<file path="config.mk">
export PLATFORM = sky130hd
export DESIGN_NAME = snake_top
export DESIGN_NICKNAME = d
export VERILOG_FILES = /design/src/design/snake_geom_pkg.sv /design/src/design/snake_timing_pkg.sv /design/src/design/body_store.sv /design/src/design/heading_control.sv /design/src/design/pixel_writer.sv /design/src/design/snake_top.sv /design/src/design/step_timer.sv
export SDC_FILE = /design/constraint.sdc
export NUM_CORES = 1
export LEC_CHECK = 0
export BUFFER_PORTS_ARGS = -buffer_cell sky130_fd_sc_hd__buf_2
export CAP_MARGIN = 30
export CORE_MARGIN = 3
export CORE_UTILIZATION = 30
export CTS_BUF_LIST = sky130_fd_sc_hd__clkbuf_8 sky130_fd_sc_hd__clkbuf_16
export CTS_CLUSTER_DIAMETER = 120
export CTS_CLUSTER_SIZE = 10
export DETAILED_ROUTE_END_ITERATION = 6
export PLACE_DENSITY = 0.53
export REMOVE_ABC_BUFFERS = 1
export SLEW_MARGIN = 25
export SYNTH_ARGS = -nofsm -noshare
export SYNTH_HDL_FRONTEND = slang
export SYNTH_SLANG_ARGS = --single-unit
</file>
<file path="constraint.sdc">
create_clock -name clock -period 3 [get_ports clock]
set_input_delay 0.75 -clock clock [delete_from_list [all_inputs] [get_ports clock]]
set_output_delay 0.75 -clock clock [all_outputs]
set_load 0.005 [all_outputs]
</file>
<file path="src/design/snake_geom_pkg.sv">
`default_nettype none

package snake_geom_pkg;

	// visible area of the frame buffer
	localparam int screen_w = 160;
	localparam int screen_h = 120;

	// 8 bits cover 0..159, 7 bits cover 0..119
	typedef logic [7:0] coord_x_t;
	typedef logic [6:0] coord_y_t;

	// one-hot heading, one bit per direction
	typedef logic [3:0] heading_t;

	// x plus one
	localparam heading_t heading_right = 4'b0001;
	// y plus one
	localparam heading_t heading_down  = 4'b0010;
	// y minus one
	localparam heading_t heading_up    = 4'b0100;
	// x minus one
	localparam heading_t heading_left  = 4'b1000;

	// head at 24, body laid out toward smaller x
	localparam coord_x_t start_head_x = 8'd24;
	localparam coord_y_t start_y      = 7'd20;

	// 1 bit per channel, rgb
	typedef logic [2:0] colour_t;

	localparam colour_t colour_body  = 3'd2;
	localparam colour_t colour_blank = 3'd0;

endpackage

`default_nettype wire

</file>
<file path="src/design/snake_timing_pkg.sv">
`default_nettype none

package snake_timing_pkg;

	// clock cycles per game step
	// must exceed the initial load and one full move
	localparam int step_cycles = 64;

	// fixed body length, head included
	localparam int snake_len = 5;

	// index into the segment memory
	// 0 is the head, snake_len - 1 the tail
	typedef logic [2:0] seg_index_t;

endpackage

`default_nettype wire

</file>
<file path="src/design/body_store.sv">
`default_nettype none

module body_store
	import snake_geom_pkg::*;
	import snake_timing_pkg::*;
(
	input  logic     clock,
	input  logic     reset_n,
	input  logic     step,
	input  heading_t heading,
	output logic     step_taken,
	output logic     move_valid,
	output logic     move_erase,
	output coord_x_t tail_x,
	output coord_y_t tail_y,
	output coord_x_t head_x,
	output coord_y_t head_y
);

	typedef enum logic [2:0] {
		s_load,
		s_load_gap,
		s_idle,
		s_sample,
		s_read_tail,
		s_shift,
		s_head
	} state_t;

	state_t     state;
	seg_index_t idx;

	// segment memory, index 0 holds the head
	coord_x_t mem_x [snake_len];
	coord_y_t mem_y [snake_len];

	heading_t dir;
	coord_x_t load_x;
	coord_x_t next_x;
	coord_y_t next_y;

	assign step_taken = (state == s_sample);

	// initial body lies toward smaller x
	assign load_x = start_head_x - coord_x_t'(idx);

	// new head with wrap at every edge
	always_comb begin
		next_x = mem_x[0];
		next_y = mem_y[0];
		case (dir)
			heading_right:
				next_x = (mem_x[0] == coord_x_t'(screen_w - 1)) ? '0 : mem_x[0] + 1'b1;
			heading_left:
				next_x = (mem_x[0] == '0) ? coord_x_t'(screen_w - 1) : mem_x[0] - 1'b1;
			heading_down:
				next_y = (mem_y[0] == coord_y_t'(screen_h - 1)) ? '0 : mem_y[0] + 1'b1;
			heading_up:
				next_y = (mem_y[0] == '0) ? coord_y_t'(screen_h - 1) : mem_y[0] - 1'b1;
			default: ;
		endcase
	end

	always_ff @(posedge clock) begin
		if (!reset_n) begin
			state      <= s_load;
			idx        <= '0;
			move_valid <= 1'b0;
		end else begin
			move_valid <= 1'b0;
			case (state)
				s_load: begin
					move_valid <= 1'b1;
					state      <= (idx == seg_index_t'(snake_len - 1)) ? s_idle : s_load_gap;
				end
				s_load_gap: begin
					idx   <= idx + 1'b1;
					state <= s_load;
				end
				s_idle: if (step) state <= s_sample;
				s_sample: state <= s_read_tail;
				s_read_tail: begin
					idx   <= seg_index_t'(snake_len - 1);
					state <= s_shift;
				end
				// walk from the tail end back to index one
				s_shift: begin
					if (idx == seg_index_t'(1))
						state <= s_head;
					else
						idx <= idx - 1'b1;
				end
				s_head: begin
					move_valid <= 1'b1;
					state      <= s_idle;
				end
				default: state <= s_idle;
			endcase
		end
	end

	// memory and record payload
	always_ff @(posedge clock) begin
		case (state)
			s_load: begin
				mem_x[idx] <= load_x;
				mem_y[idx] <= start_y;
				head_x     <= load_x;
				head_y     <= start_y;
				move_erase <= 1'b0;
			end
			s_sample: dir <= heading;
			s_read_tail: begin
				tail_x <= mem_x[snake_len - 1];
				tail_y <= mem_y[snake_len - 1];
			end
			s_shift: begin
				mem_x[idx] <= mem_x[idx - 1'b1];
				mem_y[idx] <= mem_y[idx - 1'b1];
			end
			s_head: begin
				mem_x[0]   <= next_x;
				mem_y[0]   <= next_y;
				head_x     <= next_x;
				head_y     <= next_y;
				move_erase <= 1'b1;
			end
			default: ;
		endcase
	end

endmodule

`default_nettype wire

</file>
<file path="src/design/heading_control.sv">
`default_nettype none

module heading_control
	import snake_geom_pkg::*;
(
	input  logic     clock,
	input  logic     reset_n,
	input  heading_t turn,
	input  logic     step_taken,
	output heading_t heading
);

	heading_t stepped;
	heading_t ref_heading;
	logic     turn_legal;
	logic     turn_ok;

	function automatic logic is_horizontal(input heading_t h);
		is_horizontal = (h == heading_right) || (h == heading_left);
	endfunction

	// heading being sampled right now counts as the one in force
	assign ref_heading = step_taken ? heading : stepped;

	// only clean one-hot codes
	assign turn_legal = (turn == heading_right) || (turn == heading_down) ||
		(turn == heading_up) || (turn == heading_left);

	// perpendicular turns only, so reversals and repeats drop out
	assign turn_ok = turn_legal && (is_horizontal(turn) != is_horizontal(ref_heading));

	always_ff @(posedge clock) begin
		if (!reset_n) begin
			heading <= heading_right;
			stepped <= heading_right;
		end else begin
			if (step_taken)
				stepped <= heading;
			if (turn_ok)
				heading <= turn;
		end
	end

endmodule

`default_nettype wire

</file>
<file path="src/design/pixel_writer.sv">
`default_nettype none

module pixel_writer
	import snake_geom_pkg::*;
(
	input  logic     clock,
	input  logic     reset_n,
	input  logic     move_valid,
	input  logic     move_erase,
	input  coord_x_t tail_x,
	input  coord_y_t tail_y,
	input  coord_x_t head_x,
	input  coord_y_t head_y,
	output logic     plot,
	output coord_x_t x,
	output coord_y_t y,
	output colour_t  colour
);

	// head held back while the tail erase goes out
	logic     draw_pending;
	coord_x_t held_x;
	coord_y_t held_y;

	always_ff @(posedge clock) begin
		if (!reset_n) begin
			plot         <= 1'b0;
			draw_pending <= 1'b0;
		end else if (move_valid) begin
			plot         <= 1'b1;
			draw_pending <= move_erase;
		end else begin
			plot         <= draw_pending;
			draw_pending <= 1'b0;
		end
	end

	always_ff @(posedge clock) begin
		if (move_valid) begin
			held_x <= head_x;
			held_y <= head_y;
			// erase first, otherwise straight to the head
			x      <= move_erase ? tail_x : head_x;
			y      <= move_erase ? tail_y : head_y;
			colour <= move_erase ? colour_blank : colour_body;
		end else if (draw_pending) begin
			x      <= held_x;
			y      <= held_y;
			colour <= colour_body;
		end
	end

endmodule

`default_nettype wire

</file>
<file path="src/design/snake_top.sv">
`default_nettype none

module snake_top
	import snake_geom_pkg::*;
(
	input  logic     clock,
	input  logic     reset_n,
	input  heading_t turn,
	output logic     plot,
	output coord_x_t x,
	output coord_y_t y,
	output colour_t  colour
);

	logic     step;
	logic     step_taken;
	heading_t heading;
	logic     move_valid;
	logic     move_erase;
	coord_x_t tail_x;
	coord_y_t tail_y;
	coord_x_t head_x;
	coord_y_t head_y;

	step_timer u_step_timer (
		.clock   (clock),
		.reset_n (reset_n),
		.step    (step)
	);

	heading_control u_heading_control (
		.clock      (clock),
		.reset_n    (reset_n),
		.turn       (turn),
		.step_taken (step_taken),
		.heading    (heading)
	);

	body_store u_body_store (
		.clock      (clock),
		.reset_n    (reset_n),
		.step       (step),
		.heading    (heading),
		.step_taken (step_taken),
		.move_valid (move_valid),
		.move_erase (move_erase),
		.tail_x     (tail_x),
		.tail_y     (tail_y),
		.head_x     (head_x),
		.head_y     (head_y)
	);

	// pixel stream is always accepted downstream
	pixel_writer u_pixel_writer (
		.clock      (clock),
		.reset_n    (reset_n),
		.move_valid (move_valid),
		.move_erase (move_erase),
		.tail_x     (tail_x),
		.tail_y     (tail_y),
		.head_x     (head_x),
		.head_y     (head_y),
		.plot       (plot),
		.x          (x),
		.y          (y),
		.colour     (colour)
	);

endmodule

`default_nettype wire

</file>
<file path="src/design/step_timer.sv">
`default_nettype none

module step_timer
	import snake_timing_pkg::*;
(
	input  logic clock,
	input  logic reset_n,
	output logic step
);

	logic [$clog2(step_cycles)-1:0] count;

	// down counter, pulse when it wraps through zero
	always_ff @(posedge clock) begin
		if (!reset_n) begin
			count <= ($clog2(step_cycles))'(step_cycles - 1);
			step  <= 1'b0;
		end else if (count == '0) begin
			count <= ($clog2(step_cycles))'(step_cycles - 1);
			step  <= 1'b1;
		end else begin
			count <= count - 1'b1;
			step  <= 1'b0;
		end
	end

endmodule

`default_nettype wire

</file>
* Word level (Yosys, flattened, before mapping)
Memory sizes are Yosys's and may differ from the RTL's. A register that Yosys moved wholly into a read port is not among the register bits.
Cells that the tools add are included.
** Word-level totals
- Bits of input ports :: 6
- Output and inout bits :: 19
- Memories :: 2
- RAM bits :: 75
- Register bits after elaboration :: 77
- Word-level logic and storage cells :: 117
** Memories
- u_body_store.mem_x :: words 5, width 8, read ports 3, clocked after Yosys merged registers in 1, write ports 1, line body_store.sv:34 : coord_x_t mem_x [snake_len];
- u_body_store.mem_y :: words 5, width 7, read ports 3, clocked after Yosys merged registers in 1, write ports 1, line body_store.sv:35 : coord_y_t mem_y [snake_len];
** Operators by class
- Equal/unequal tests :: 24
- Bitwise operators :: 3
- Reduce and logical (&&, ||, !) cells :: 20
- $add $sub $neg :: 8
- Mux-type cells :: 42
** Operators by type and width (count)
- 2-to-1 mux 8 bit :: 7
- 2-to-1 mux 7 bit :: 7
- case mux 8 bit (2 select lines) :: 2
- case mux 7 bit (2 select lines) :: 2
- 2-to-1 mux 3 bit :: 7
- case mux 3 bit (6 select lines) :: 1
- == test 3 bit (second input constant) :: 4
- == test 4 x 1 -> 1 bit (second input constant) :: 3
- == test 4 bit (second input constant) :: 3
- 2-to-1 mux 1 bit :: 11
- case mux 3 bit (3 select lines) :: 1
- adder 8 x 1 -> 8 bit (second input constant) :: 1
- == test 4 x 2 -> 1 bit (second input constant) :: 2
- == test 4 x 3 -> 1 bit (second input constant) :: 2
- == test 8 bit (second input constant) :: 1
- logical NOT 8 bit :: 1
- OR reduction 8 bit :: 1
- subtractor 8 x 1 -> 8 bit (second input constant) :: 1
- adder 7 x 1 -> 7 bit (second input constant) :: 1
- == test 7 bit (second input constant) :: 1
- logical NOT 7 bit :: 1
- OR reduction 7 bit :: 1
- subtractor 7 x 1 -> 7 bit (second input constant) :: 1
- == test 3 x 1 -> 1 bit (second input constant) :: 2
- other kinds (21) :: 33

* Depth between registers and ports, before layout
Gate-level depths: netlist of run 1.
- Depth in word-level cells :: 6
- Depth in mapped cells :: 10
- Depth with buffers taken out :: 7

* By module
From an unflattened synthesis of run 1, not the netlist that was laid out.
** Unflattened totals
- Cells, all modules :: 585
- Area, all modules :: 7683.6 sq um
** Modules (own cells, without submodules)
- body_store :: area each 5602.9 sq um, instances 1, sequential area each 3443.3 sq um, cells each 414
- pixel_writer :: area each 1341.3 sq um, instances 1, sequential area each 970.9 sq um, cells each 90
- heading_control :: area each 456.7 sq um, instances 1, sequential area each 160.2 sq um, cells each 51
- step_timer :: area each 282.8 sq um, instances 1, sequential area each 140.1 sq um, cells each 30

* Least setup slack after synthesis of run 1
OpenSTA, ideal clock, no wires.
- Kind :: register to register
- Start :: register u_body_store.idx[0]
- End :: memory u_body_store.mem_y[0][0] (netlist bit) (data pin)
- Data arrival time :: 2687 ps
- Required time :: 2711 ps
- Stages on the path, launching flop included :: 10
- Buffers on the path :: 4
- Clock period less this slack :: 2976 ps
- Library setup time :: 289 ps
- Path slack :: 24 ps
- Path through :: dfxtp_1 > buf_2 > buf_2 > inv_1 > ha_1 > ha_1 > clkbuf_1 > clkbuf_1 > mux2i_1 > o22ai_1
** On the way
- Cells in the longest elaborated chain, start to end :: 4
** Ends and longest elaborated chain
- from (decl) :: line body_store.sv:31 : seg_index_t idx;
- from (signal assigned) :: line body_store.sv:77 : idx <= idx + 1'b1;
- from (signal assigned) :: line body_store.sv:83 : idx <= seg_index_t'(snake_len - 1);
- from (signal assigned) :: line body_store.sv:91 : idx <= idx - 1'b1;
- subtractor 3 x 1 -> 3 bit :: line body_store.sv:119 : mem_y[idx] <= mem_y[idx - 1'b1];
- memory (5 x 7 bit)
- 2-to-1 mux 7 bit (no line) (2 in series)
- to (decl) :: line body_store.sv:35
No other way between the ends.

* Worst setup path in the final report of run 1
- Start :: register u_body_store.dir[1]
- End :: memory u_body_store.mem_x[1][5] (netlist bit) (data pin)
** On the way
- Cells in the longest elaborated chain, start to end :: 3
- Elaborated cells on any way between the ends :: 4
- Classes of those cells :: eq/ne (2); mux (2)
** Ends and longest elaborated chain
- from (decl) :: line body_store.sv:37 : heading_t dir;
- from (signal assigned) :: line body_store.sv:112 : s_sample: dir <= heading;
- == test 4 bit / == test 4 x 1 -> 1 bit (equally long branches) :: line body_store.sv:51 : case (dir)
- case mux 8 bit (2 select lines) * :: line body_store.sv:51
- 2-to-1 mux 8 bit (no line) *
- to (decl) :: line body_store.sv:34
Every way passes the cells marked *; elsewhere a longest branch is shown, timed or not.

==> metrics list, run 1 <==
* Number of buffers inserted by hold repair at cts: 0
- Proportion of power drawn by flip-flops and latches: 0.492
- Achievable frequency: 0.396 GHz
* Total via count after detailed routing: 4684
- Between clock sinks in the finished design, the worst skew comes to 0.0212 ns.
- Clock-pin slew was measured on the worst setup and hold paths at 0.07 ns.
* Post-detailed-route count of antenna-violating nets: 0
- Of all nets on the critical path, the largest fanout is 11.
* Count of flip-flops with a built-in enable after synthesis: 141
* Min-Delay Path Class: flop to flop
* Number of placed cells counting well taps: 901
- Relative to the synthesized area, the layout overhead comes to 15.7%.
- Switching part of the total power: 0.255
- Summed over all cells, the static leakage comes to 2.93 nW.
- Number of nets at the end of the flow: 614
* Number of max-slew violations in the final report: 0
- Total length of routed wires: 16.4 mm
* Top post-synthesis cells by area: edfxtp_1, dfxtp_1, mux4_2, mux2i_1, a21oi_1
* Final hold viol count: 0
* Dominant cell by count in the synthesized netlist: edfxtp_1
- The synthesized design contains 165 register bits.
* Detailed-route vias per instance: 5.02
- For this run the aggregate overflow at the end of global routing stands at 0.
- In this run the power density over the cells is 642 nW/um2.
- Share of post-route cells with drive strength above 1: 0.182
* Final-layout fill cell count: 2371
- Starting DRC count in detailed routing: 381
- The worst-case IR drop observed on VDD is 0.307 mV.
- STA puts the critical path data arrival time at 2.70 ns.
- The first global-routing pass estimated 26.3 mm of wire.
- Setup Total Neg Slack: 0 ns
- Yosys printed 0 warnings.
- The flow ran to the end, and the final reports show no timing, DRC or antenna violations.
- Entering global routing, the biggest net connects 32 pins.
- Final worst-path cycle share: 0.843
- Setup violations remaining at the end of the flow were counted as 0.
- Most common flop cell mapped by yosys: edfxtp_1
- Max-cap violation count: 0
- The die covers 26900 um2.
- Total power draw: 5.56 mW
- Setup WS post-layout: 0.472 ns
- Min Tclk post-route: 2.53 ns
- Most instantiated cells after synthesis: edfxtp_1, nor2_1, nand2_1
* Share of Yosys cell area claimed by the top area cell type: 0.565
- Mapped Cells: 565
- Global-route total usage across every layer: 0.130
- Data on the critical path is required at its endpoint by 3.17 ns.
- Finished Layout Cells: 933
- Counting the buffers created by CTS gives 17.
* Number of antenna violations at the first check in global routing: 0
- Cell internal power was estimated by the tool at 4.14 mW.
- Measured against its own limit, the worst slew margin works out to 0.433.
- The share of the Yosys chip area taken by registers is 0.629.
* Number of levels the H-tree was split into: 4
- The floorplan step set the die height to 164 um.
- Post-synth top area cell: edfxtp_1
- Of the total power, combinational logic draws 0.103.
- 25 I/O pins were placed.
- Rows: 57
* Placeable core region: 24500 um2
- Buffers inserted by post-CTS timing repair: 0
- RSZ-0062 raised after global routing: no
* Post-detailed-route wirelength per cell: 17.6 um
- TritonCTS built the clock tree.
* HPWL reported at the end of detailed placement: 11.1 mm
- By startpoint and endpoint, the worst setup path is classified as flop to flop.
* Number of detailed-route iterations in the first pass: 5
- Clock power frac: 0.405
* Tightest Pin Transition: 0.851 ns
- Minimum setup slack after placement: 0.489 ns
* Gp weighted congestion: 0.837
- The number of gates resized after CTS was 0.
* Crit end category: flop
- After synthesis the cells add up to 7490 um2.
- Clock Sink Count: 165
- The via count of the first global-routing pass came to 4687.
- Post-synthesis cell type count: 71
* Drc violations: 0
- 0 antenna diodes ended up in the layout.
* CTS root buffer: clkbuf_16
- Summed over all nets, the switching power comes to 1.42 mW.
- Worst Setup Start Kind: flop
- The die is 164 um wide.
* Starting Density: 0.306
* Synthesized area divided by synthesized cell count: 13.3 um2
* Total of buffers placed on input and output ports: 22
- Ys async rst share: 0
- Clock latency on the worst-skew pair: 0.44 ns
- No sink is reached through more buffers than the 2 on the longest clock path.
- At the end of the flow the core is filled with cells to 0.354.
-- critical path, stage by stage, from the launching register on --
cell and delay, ns:
edfxtp_1 0.54, or4b_2 0.77, a31oi_1 0.38, a22oi_1 0.16
o21ai_0 0.43
-- metrics by stage --
step	hold slack (ns)	cell area [um2]
after global routing	0.444	8670
after global placement	0.384	8050
final	0.417	8670
after CTS	0.419	8670
after detailed placement	0.402	8050
after floorplan	0.371	7340
-- layout make-up --
cell class / instances / area [um2] / share of cell area
Sequential cell: 165 / 4710 / 0.544
Multi-Input combinational cell: 350 / 2580 / 0.298
Clock buffer: 17 / 425 / 0.0491
Tap cell: 324 / 405 / 0.0468
Timing Repair Buffer: 46 / 290 / 0.0335
Clock inverter: 15 / 189 / 0.0218
Inverter: 16 / 60.1 / 0.00693
-- registers in the layout, summed over array words and instances (netlist names), 6 cells and up --
name	count
u_pixel_writer.held_y	7
u_step_timer.count	6
u_body_store.tail_y	7
u_body_store.head_x	8
u_body_store.tail_x	8
u_pixel_writer.x	8
u_pixel_writer.y	7
u_body_store.mem_x	40
u_body_store.head_y	7
u_pixel_writer.held_x	8
u_body_store.mem_y	35
-- cells in the final DEF, fill, tap and decap left out, types with 6 or more instances in the layout --
cell / count
edfxtp_1: 141
nor2_1: 39
nand2_1: 37
a21oi_1: 32
mux2i_1: 27
o21ai_0: 26
buf_4: 24
dfxtp_1: 24
buf_2: 22
clkbuf_16: 17
mux4_2: 15
inv_1: 14
ha_1: 12
nand3_1: 10
xnor2_1: 10
nor3_1: 9
a21boi_0: 9
nor2b_1: 8
o22ai_1: 6
o211ai_1: 6
and2_1: 6
-- cells by family after synthesis --
logic type | count (synthesis) | synth area share
XOR/XNOR | 12 | 0.0140
AND/OR/NAND/NOR | 156 | 0.113
other | 1 | 0.000500
flip-flops | 165 | 0.629
adder cells (fa/ha/maj) | 12 | 0.0200
multiplexers | 46 | 0.0872
AO/OA/AOI/OAI | 122 | 0.107
buffers and inverters | 51 | 0.0289
-- routing by layer --
metal  routed length [um]  vias to the layer above  global-route usage
met4                  242                        0              0.0461
met2                 7560                      137               0.201
met1                 7660                     2306               0.176
met5                    0                        -                   0
li1                     -                     2222                   -
met3                  967                       19              0.0333
-- path summary, 6_finish.rpt --
path,cells past startpoint,slack (ns),startpoint,end
hold / removal,1,0.42,u_step_timer.count[0]$_SDFF_PP1_,u_step_timer.count[0]$_SDFF_PP1_
hold reg to reg,1,0.42,u_step_timer.count[0]$_SDFF_PP1_,u_step_timer.count[0]$_SDFF_PP1_
setup / recovery,4,0.47,u_body_store.dir[1]$_DFFE_PP_,u_body_store.mem_x[1][5]$_DFFE_PP_
setup reg to reg,4,0.47,u_body_store.dir[1]$_DFFE_PP_,u_body_store.mem_x[1][5]$_DFFE_PP_
-- power by group through the flow --
stage | clock network, mW | logic (mW) | registers, mW
2_1_floorplan | 0 | 0.358 | 2.78
3_3_place_gp | 0 | 0.570 | 2.78
3_5_place_dp | 0 | 0.578 | 2.79
4_1_cts | 2.31 | 0.582 | 2.74
5_1_grt | 2.41 | 0.640 | 2.76
6_report | 2.25 | 0.571 | 2.74
Power figures use the tool's default switching activity.
==> run 2, diff against run 1 <==
- clock period: 3 -> 2.26 ns (I/O delays scaled with it)
==> run 2 against run 1 <==
Compared with the run above:
- utilization grew 2.1 points
- cell count grew 5.6%
- total power grew 29%
- combinational power grew 63%
- via count grew 4.2%
- non-clock buffer count grew 52
- sequential power grew 31%
- fmax grew 14%
- die area is the same
- critical endpoint is now u_body_store.mem_y[1][6]$_DFFE_PP_
==> metrics list, run 2 (synthesized netlist as in run 1, its figures left out) <==
- The flow ran to the end, and the final reports show no timing, DRC or antenna violations.
- For flop-to-flop paths, the worst setup slack is 0.03 ns.
* Global-route total usage across every layer: 0.127
- At the end of the flow the core is filled with cells to 0.375.
- In this run the number of cells on the critical path is 5.
- The kind of cell with the highest combined delay along the critical path is simple AND/OR/NAND/NOR gates.
- The die covers 26900 um2.
* Leakage: 3.22 nW
* Critical Path Source: u_body_store.dir[1]$_DFFE_PP_
- Power spread over the standard cell area amounts to 783 nW/um2.
- Total length of routed wires: 16.8 mm
- Clock-pin slew was measured on the worst setup and hold paths at 0.07 ns.
- Startpoint-to-endpoint class of the critical path: flop to flop
- Summing over every cut layer, the via total after detailed routing is 4882.
* Achievable frequency: 0.449 GHz
- Worst R2R Start: u_body_store.dir[1]$_DFFE_PP_
- Gp weighted congestion: 0.954
- Final hold viol count: 0
* Starting Density: 0.306
- Cell at the slowest stage of the critical path: or4_1
* Number of buffers created by CTS: 17
- Across all setup checks in the final design, the least slack found is 0.0333 ns.
* Number of antenna violations at the first check in global routing: 0
- Starting DRC count in detailed routing: 409
- The clock passes through at most 2 buffers.
* Setup violation total in the final timing report: 0
* Total of buffers placed on input and output ports: 22
* Floorplan die width: 164 um
- Top flop regs: u_body_store.mem_x (40), u_body_store.mem_y (35)
- In this run the worst path has a maximum fanout of 6.
- In the routed design, unresolved DRC markers number 0.
* Number of buffers and inverters on the critical path: 1
- Max-Slew Margin vs Limit: 0.621
* Worst Setup Start Kind: flop
- Worst reg2reg endpoint: u_body_store.mem_y[1][6]$_DFFE_PP_
* Number of detailed-route iterations in the first pass: 5
- In the layout the commonest cells are edfxtp_1, buf_4, nor2_1, nand2_1, a21oi_1.
- CTS root buffer: clkbuf_16
- Subtracting the final worst setup slack from the clock period gives 2.23 ns.
* Tightest Pin Transition: 0.563 ns
- On the final layout, the worst clock skew is 0.0123 ns.
- Measured along the y axis, the die boundary spans 164 um.
- Post-detailed-route wirelength per cell: 17.0 um
- The most critical setup path has its endpoint at u_body_store.mem_y[1][6]$_DFFE_PP_.
- Area overhead of the layout relative to synthesis: 22.4%
- GR Overflow Total: 0
* Number of max-slew violations in the final report: 0
- The register with the most flip-flops in the layout has 40 of them.
- Top register by number of flip-flops: u_body_store.mem_x
- At the worst endpoint, the arrival time is 2.49 ns.
- The number of cells on the worst reg-to-reg path is 5.
- OpenSTA, run right after detailed placement, puts the worst setup slack at -0.134 ns.
- STA classifies the critical path endpoint as a flop.
- At the later pin of the worst-skew pair, clock insertion delay measures 0.43 ns.
- The min-delay analysis places its worst path in the category flop to flop.
* Max-cap violation count: 0
- In the finished design, the share of the clock period the worst path needs comes to 0.985.
- Clock Sink Count: 165
- The total area inside the core boundary comes to 24500 um2.
- Share of post-route cells with drive strength above 1: 0.277
- Antenna cell count: 0
* Detailed-route vias per instance: 4.96
- Commonest non-fill, non-tap cell in the layout: edfxtp_1
- Rows: 57
- List of cells traversed by the critical path: buf_4, or4b_1, or4_1, a31oi_2, o21bai_4
- Vias in the first global route: 4764
* Number of levels the H-tree was split into: 4
- TritonCTS built the clock tree.
- Detailed placement ended at an HPWL of 11.5 mm.
- First-pass GRT wire length: 26.0 mm
- Entering global routing, the biggest net connects 28 pins.
* Post-detailed-route count of antenna-violating nets: 0
- Cells on Worst Hold Path: 1
- In this design, the stage delay of the slowest critical-path cell is 0.51 ns.
* Worst path required time: 2.52 ns
* Count of boundary I/O pins: 25
- Across the VDD grid, the largest voltage drop is 0.442 mV.
* Number of nets at the end of the flow: 666
==> run 2: cell count changes in the layout (fill, tap and decap cells not counted), moves of 3 or more <==
cell,before,now
or4b_4,0,3
o22ai_1,6,2
o22ai_2,0,4
a21boi_0,9,6
buf_4,24,71
==> run 2: how the worst min path moves through the flow <==
stage	start	to	slack [ns]
3_3_place_gp	u_step_timer.count[0]$_SDFF_PP1_	u_step_timer.count[0]$_SDFF_PP1_	0.39
2_1_floorplan	u_step_timer.count[0]$_SDFF_PP1_	u_step_timer.count[0]$_SDFF_PP1_	0.37
3_5_place_dp	u_step_timer.count[0]$_SDFF_PP1_	u_step_timer.count[0]$_SDFF_PP1_	0.39
4_1_cts	turn[1]	u_heading_control.heading[1]$_SDFFE_PN0P_	0.39
6_report	u_step_timer.count[0]$_SDFF_PP1_	u_step_timer.count[0]$_SDFF_PP1_	0.41
5_1_grt	turn[2]	u_heading_control.heading[2]$_SDFFE_PN0P_	0.40
==> run 2: per-layer routing <==
| layer | vias to the layer above | share of wire | GRT usage |
|---|---|---|---|
| met5 | - | 0 | 0 |
| met4 | 0 | 0.015 | 0.0408 |
| met3 | 20 | 0.052 | 0.0280 |
| met2 | 152 | 0.49 | 0.212 |
| met1 | 2381 | 0.45 | 0.165 |
| li1 | 2329 | - | - |
==> run 2: stage by stage <==
stage	total power, mW	TNS [ns]	hold slack, ns	instances	instance area (um2)
3_5_place_dp	4.55	-1.27	0.388	943	8390
3_3_place_gp	4.53	0	0.386	943	8390
6_report	7.18	0	0.407	985	9170
5_1_grt	7.48	-0.168	0.403	985	9170
2_1_floorplan	4.16	-54.36	0.371	531	7340
4_1_cts	7.22	0	0.390	981	8990
==> run 2: worst register-to-register path, cell delays in order (launching register included) <==
cell and delay, ns:
edfxtp_1 0.48, buf_4 0.19, or4b_1 0.49, or4_1 0.51, a31oi_2 0.23, o21bai_4 0.17
==> run 2: report_power, final <==
| group | switching [mW] | leakage [nW] | internal [mW] |
|---|---|---|---|
| Clock | 1.24 | 0.266 | 1.41 |
| Combinational | 0.517 | 1.47 | 0.414 |
| Sequential | 0.0976 | 1.47 | 3.50 |
| Total | 1.86 | 3.22 | 5.32 |
==> run 2: layout make-up <==
type / instances / area (um2)
multi-input combinational: 350 / 2760
tap: 324 / 405
inverter: 16 / 60.1
sequential: 165 / 4710
fill: 2300 / 15300
timing repair buffer: 98 / 704
clock buffer: 17 / 425
clock inverter: 15 / 106
==> run 2: what timing repair did <==
item / in CTS / in global routing
hold buffers: 0 / 0
endpoints found under the setup margin: 40 / 75
buffers inserted: 6 / 4
pin swaps: 0 / 1
gates resized for setup: 8 / 32
==> run 3, diff against run 2 <==
- ABC_AREA: not set -> 1
==> run 3 against run 2 <==
Compared with the run above:
- sequential cell count unchanged
- synthesized cell count increased by 30%
- sequential power about the same
- first-iteration DRC count decreased by 2.7%
- design area decreased by 4.4%
- count of clock-buffer cells in the layout unchanged
- critical path type unchanged
- largest power group unchanged
- highest routed layer unchanged
==> metrics list, run 3 <==
- The run finished with clean final reports.
- Post-route core utilization: 0.367
- Gp weighted congestion: 0.835
- The clock reaches the later pin of the worst-skew pair after 0.43 ns.
* Global-route total usage across every layer: 0.130
* Number of nets at the end of the flow: 810
* Critical path arrival: 2.27 ns
* Vias in the first global route: 5122
- Post-detailed-route wirelength per cell: 14.7 um
- Of the total power, combinational logic draws 0.110.
- Most instantiated cells after synthesis: nand2_1, edfxtp_1, nor2_1
- TritonCTS built the clock tree.
- The pre-antenna-repair detailed-routing pass consisted of 4 iterations.
- In the final layout, flip-flops and latches occupy 4710 um2.
- The total overflow left after global routing is 0.
- Final hold viol count: 0
- Summed over all instances, the cell type with the most area after synthesis is edfxtp_1.
- Floorplan die width: 163 um
* Switching part of the total power: 0.269
- Final-layout fill cell count: 2372
* Startpoint-to-endpoint class of the critical path: flop to flop
- The share of total power dissipated in sequential elements is 0.500.
- In this run the standard cell core region covers 23900 um2.
- IR analysis of the VDD net gives a maximum drop of 0.463 mV.
- The number of setup buffers added after CTS is 0.
- The largest registers in the layout are u_body_store.mem_x (40), u_body_store.mem_y (35).
* Starting Density: 0.311
- Ranked by flip-flop count, first place goes to u_body_store.mem_x.
- Min Tclk post-route: 2.14 ns
- Most used cells in the layout excluding fill and tap cells: nand2_1, edfxtp_1, nor2_1, o21ai_0, inv_1
- Dividing total power by cell area gives a power density of 819 nW/um2.
* Area overhead of the layout relative to synthesis: 18.0%
- Counting flops with a built-in enable in the synthesized netlist gives 141.
* Antenna cell count: 0
* Die height: 163 um
- Share of the yosys chip area belonging to registers: 0.634
- The register with the most flip-flops in the layout has 40 of them.
- The H-tree was split into 4 levels.
- Entering global routing, the biggest net connects 40 pins.
* Commonest non-fill, non-tap cell in the layout: nand2_1
- Most frequent cell on the critical path: buf_4
- Min-Delay Path Class: input port to flop
- Once detail routing completed, the nets flagged for antenna violations numbered 0.
- For this run, the leading register cell type out of synthesis is edfxtp_1.
- In the post-synthesis netlist, the biggest area contributors are edfxtp_1, nand2_1, dfxtp_1, o21ai_0, nor2_1.
- Measured against its own limit, the worst slew margin works out to 0.419.
- Setup violation total in the final timing report: 0
* Worst Setup Start Kind: flop
- Detailed placement finished with a half-perimeter wire length of 11.9 mm.
- During I/O placement, the number of pins put on the boundary was 25.
- Across the routed clock network, the largest skew measured is 0.0167 ns.
- Clock Sink Count: 165
- Post-synthesis cell type count: 40
- Number of antenna violations at the first check in global routing: 0
* Longest individual stage delay on the worst path: 0.74 ns
- CTS root buffer: clkbuf_16
- Using the TritonRoute via totals, the vias-per-cell ratio works out to 4.65.
- In this run, post-CTS hold repair placed 0 buffers.
- Number of max-slew violations in the final report: 0
- In the synthesized netlist the async set-or-reset flop fraction comes to 0.
- Final worst-path cycle share: 0.947
* Die ar.: 26700 um2
* Drc violations: 0
- After the first detailed-routing iteration, the DRC count stood at 398.
- Along the worst path, the maximum fanout reaches 9.
- Leakage: 3.36 nW
- Number of warnings reported in the yosys synthesis log: 0
- Share of post-route cells with drive strength above 1: 0.150
* Int Pwr: 5.25 mW
* Crit end category: flop
* Register clock-pin slew on the reported worst setup and hold paths: 0.07 ns
- Summed over all nets, the switching power comes to 1.93 mW.
- Total via count after detailed routing: 5226
- Clock power frac: 0.391
* Flop and latch count out of synthesis: 165
* Number of buffers created by CTS: 17
- The multi-input combinational cells in the finished layout cover a total of 2380 um2.
* Achievable frequency: 0.467 GHz
- Synthesized area divided by synthesized cell count: 10.1 um2
- Of the post-synthesis cell area, the dominant cell type holds 0.570.
- The mapped netlist covers 7430 um2.
- Cell at the slowest stage of the critical path: nor3_2
- Across the run, the number of max-cap violations was 0.
- After floorplanning, the core was divided into 56 placement rows.
* Dominant cell by count in the synthesized netlist: nand2_1
- The first global-routing pass estimated 27.1 mm of wire.
- Worst path required time: 2.39 ns
- The count of buffers added on input and output ports is 22.
- Max Root-Sink Buffers: 2
- Tightest Pin Transition: 0.867 ns
- Total length of routed wires: 16.5 mm
- After layout, the design draws a total of 7.19 mW.
- In the synthesized netlist, the number of instances is 735.
- List of cells traversed by the critical path: nand2_1, nor2_2, buf_4, inv_1, nand3_1, nor3_2, buf_4
==> run 3: stage by stage <==
| step | worst slack (ns) | setup TNS [ns] | instances | hold slack, ns | cell area [um2] |
|---|---|---|---|---|---|
| after floorplan | -1.39 | -149.18 | 706 | 0.365 | 7290 |
| after global placement | 0.0728 | 0 | 1092 | 0.374 | 8170 |
| after detailed placement | 0.0716 | 0 | 1092 | 0.378 | 8170 |
| after CTS | 0.0451 | 0 | 1124 | 0.369 | 8760 |
| after global routing | -0.000770 | -0.00333 | 1124 | 0.386 | 8770 |
| final | 0.119 | 0 | 1124 | 0.378 | 8770 |
==> run 3: critical path, delay by kind of cell, from the launching register on <==
kind          cells  cell delay, ns
flops             1            0.33
buf+inv           3            0.47
simple gates      4            1.05
==> run 3: final timing paths <==
| check | start | to | slack (ns) | cells past startpoint |
|---|---|---|---|---|
| worst max register to register | u_body_store.state[1]$_SDFFE_PN0P_ | u_body_store.mem_x[2][1]$_DFFE_PP_ | 0.12 | 7 |
| worst max-delay path | u_body_store.state[1]$_SDFFE_PN0P_ | u_body_store.mem_x[2][1]$_DFFE_PP_ | 0.12 | 7 |
| worst min register to register | u_step_timer.count[0]$_SDFF_PP1_ | u_step_timer.count[0]$_SDFF_PP1_ | 0.39 | 1 |
| worst min-delay path | turn[0] | u_heading_control.heading[0]$_SDFFE_PN1P_ | 0.38 | 3 |
==> run 3: timing repair <==
action,in CTS,in global routing
gates resized for setup,0,5
hold endpoints to repair,0,0
endpoints found under the setup margin,0,33
==> run 3: layout make-up <==
type                    count  share of cell area
repair buffers             67              0.0525
inverters                  63              0.0272
well taps                 319              0.0455
multi-input cells         478               0.271
clock inverters            15              0.0178
flip-flops and latches    165               0.538
clock buffers              17              0.0485
==> run 3: logic make-up after synthesis <==
| logic type | synth area share |
|---|---|
| AND/OR/NAND/NOR | 0.180 |
| XOR/XNOR | 0.0118 |
| multiplexers | 0.00135 |
| buffers and inverters | 0.0522 |
| AO/OA/AOI/OAI | 0.100 |
| other | 0.000504 |
| adder cells (fa/ha/maj) | 0.0202 |
| flip-flops | 0.634 |
==> run 3: power by group through the flow <==
stage	registers [mW]	clock network, mW	logic (mW)
5_1_grt	3.61	3.02	0.898
3_3_place_gp	3.66	0	0.782
2_1_floorplan	3.67	0	0.437
6_report	3.59	2.81	0.788
4_1_cts	3.59	2.87	0.788
3_5_place_dp	3.66	0	0.785
==> run 3: per-layer routing <==
layer / share of wire / track usage
met1: 0.48 / 0.175
met2: 0.46 / 0.210
met3: 0.046 / 0.0340
met4: 0.012 / 0.0342
met5: 0 / 0
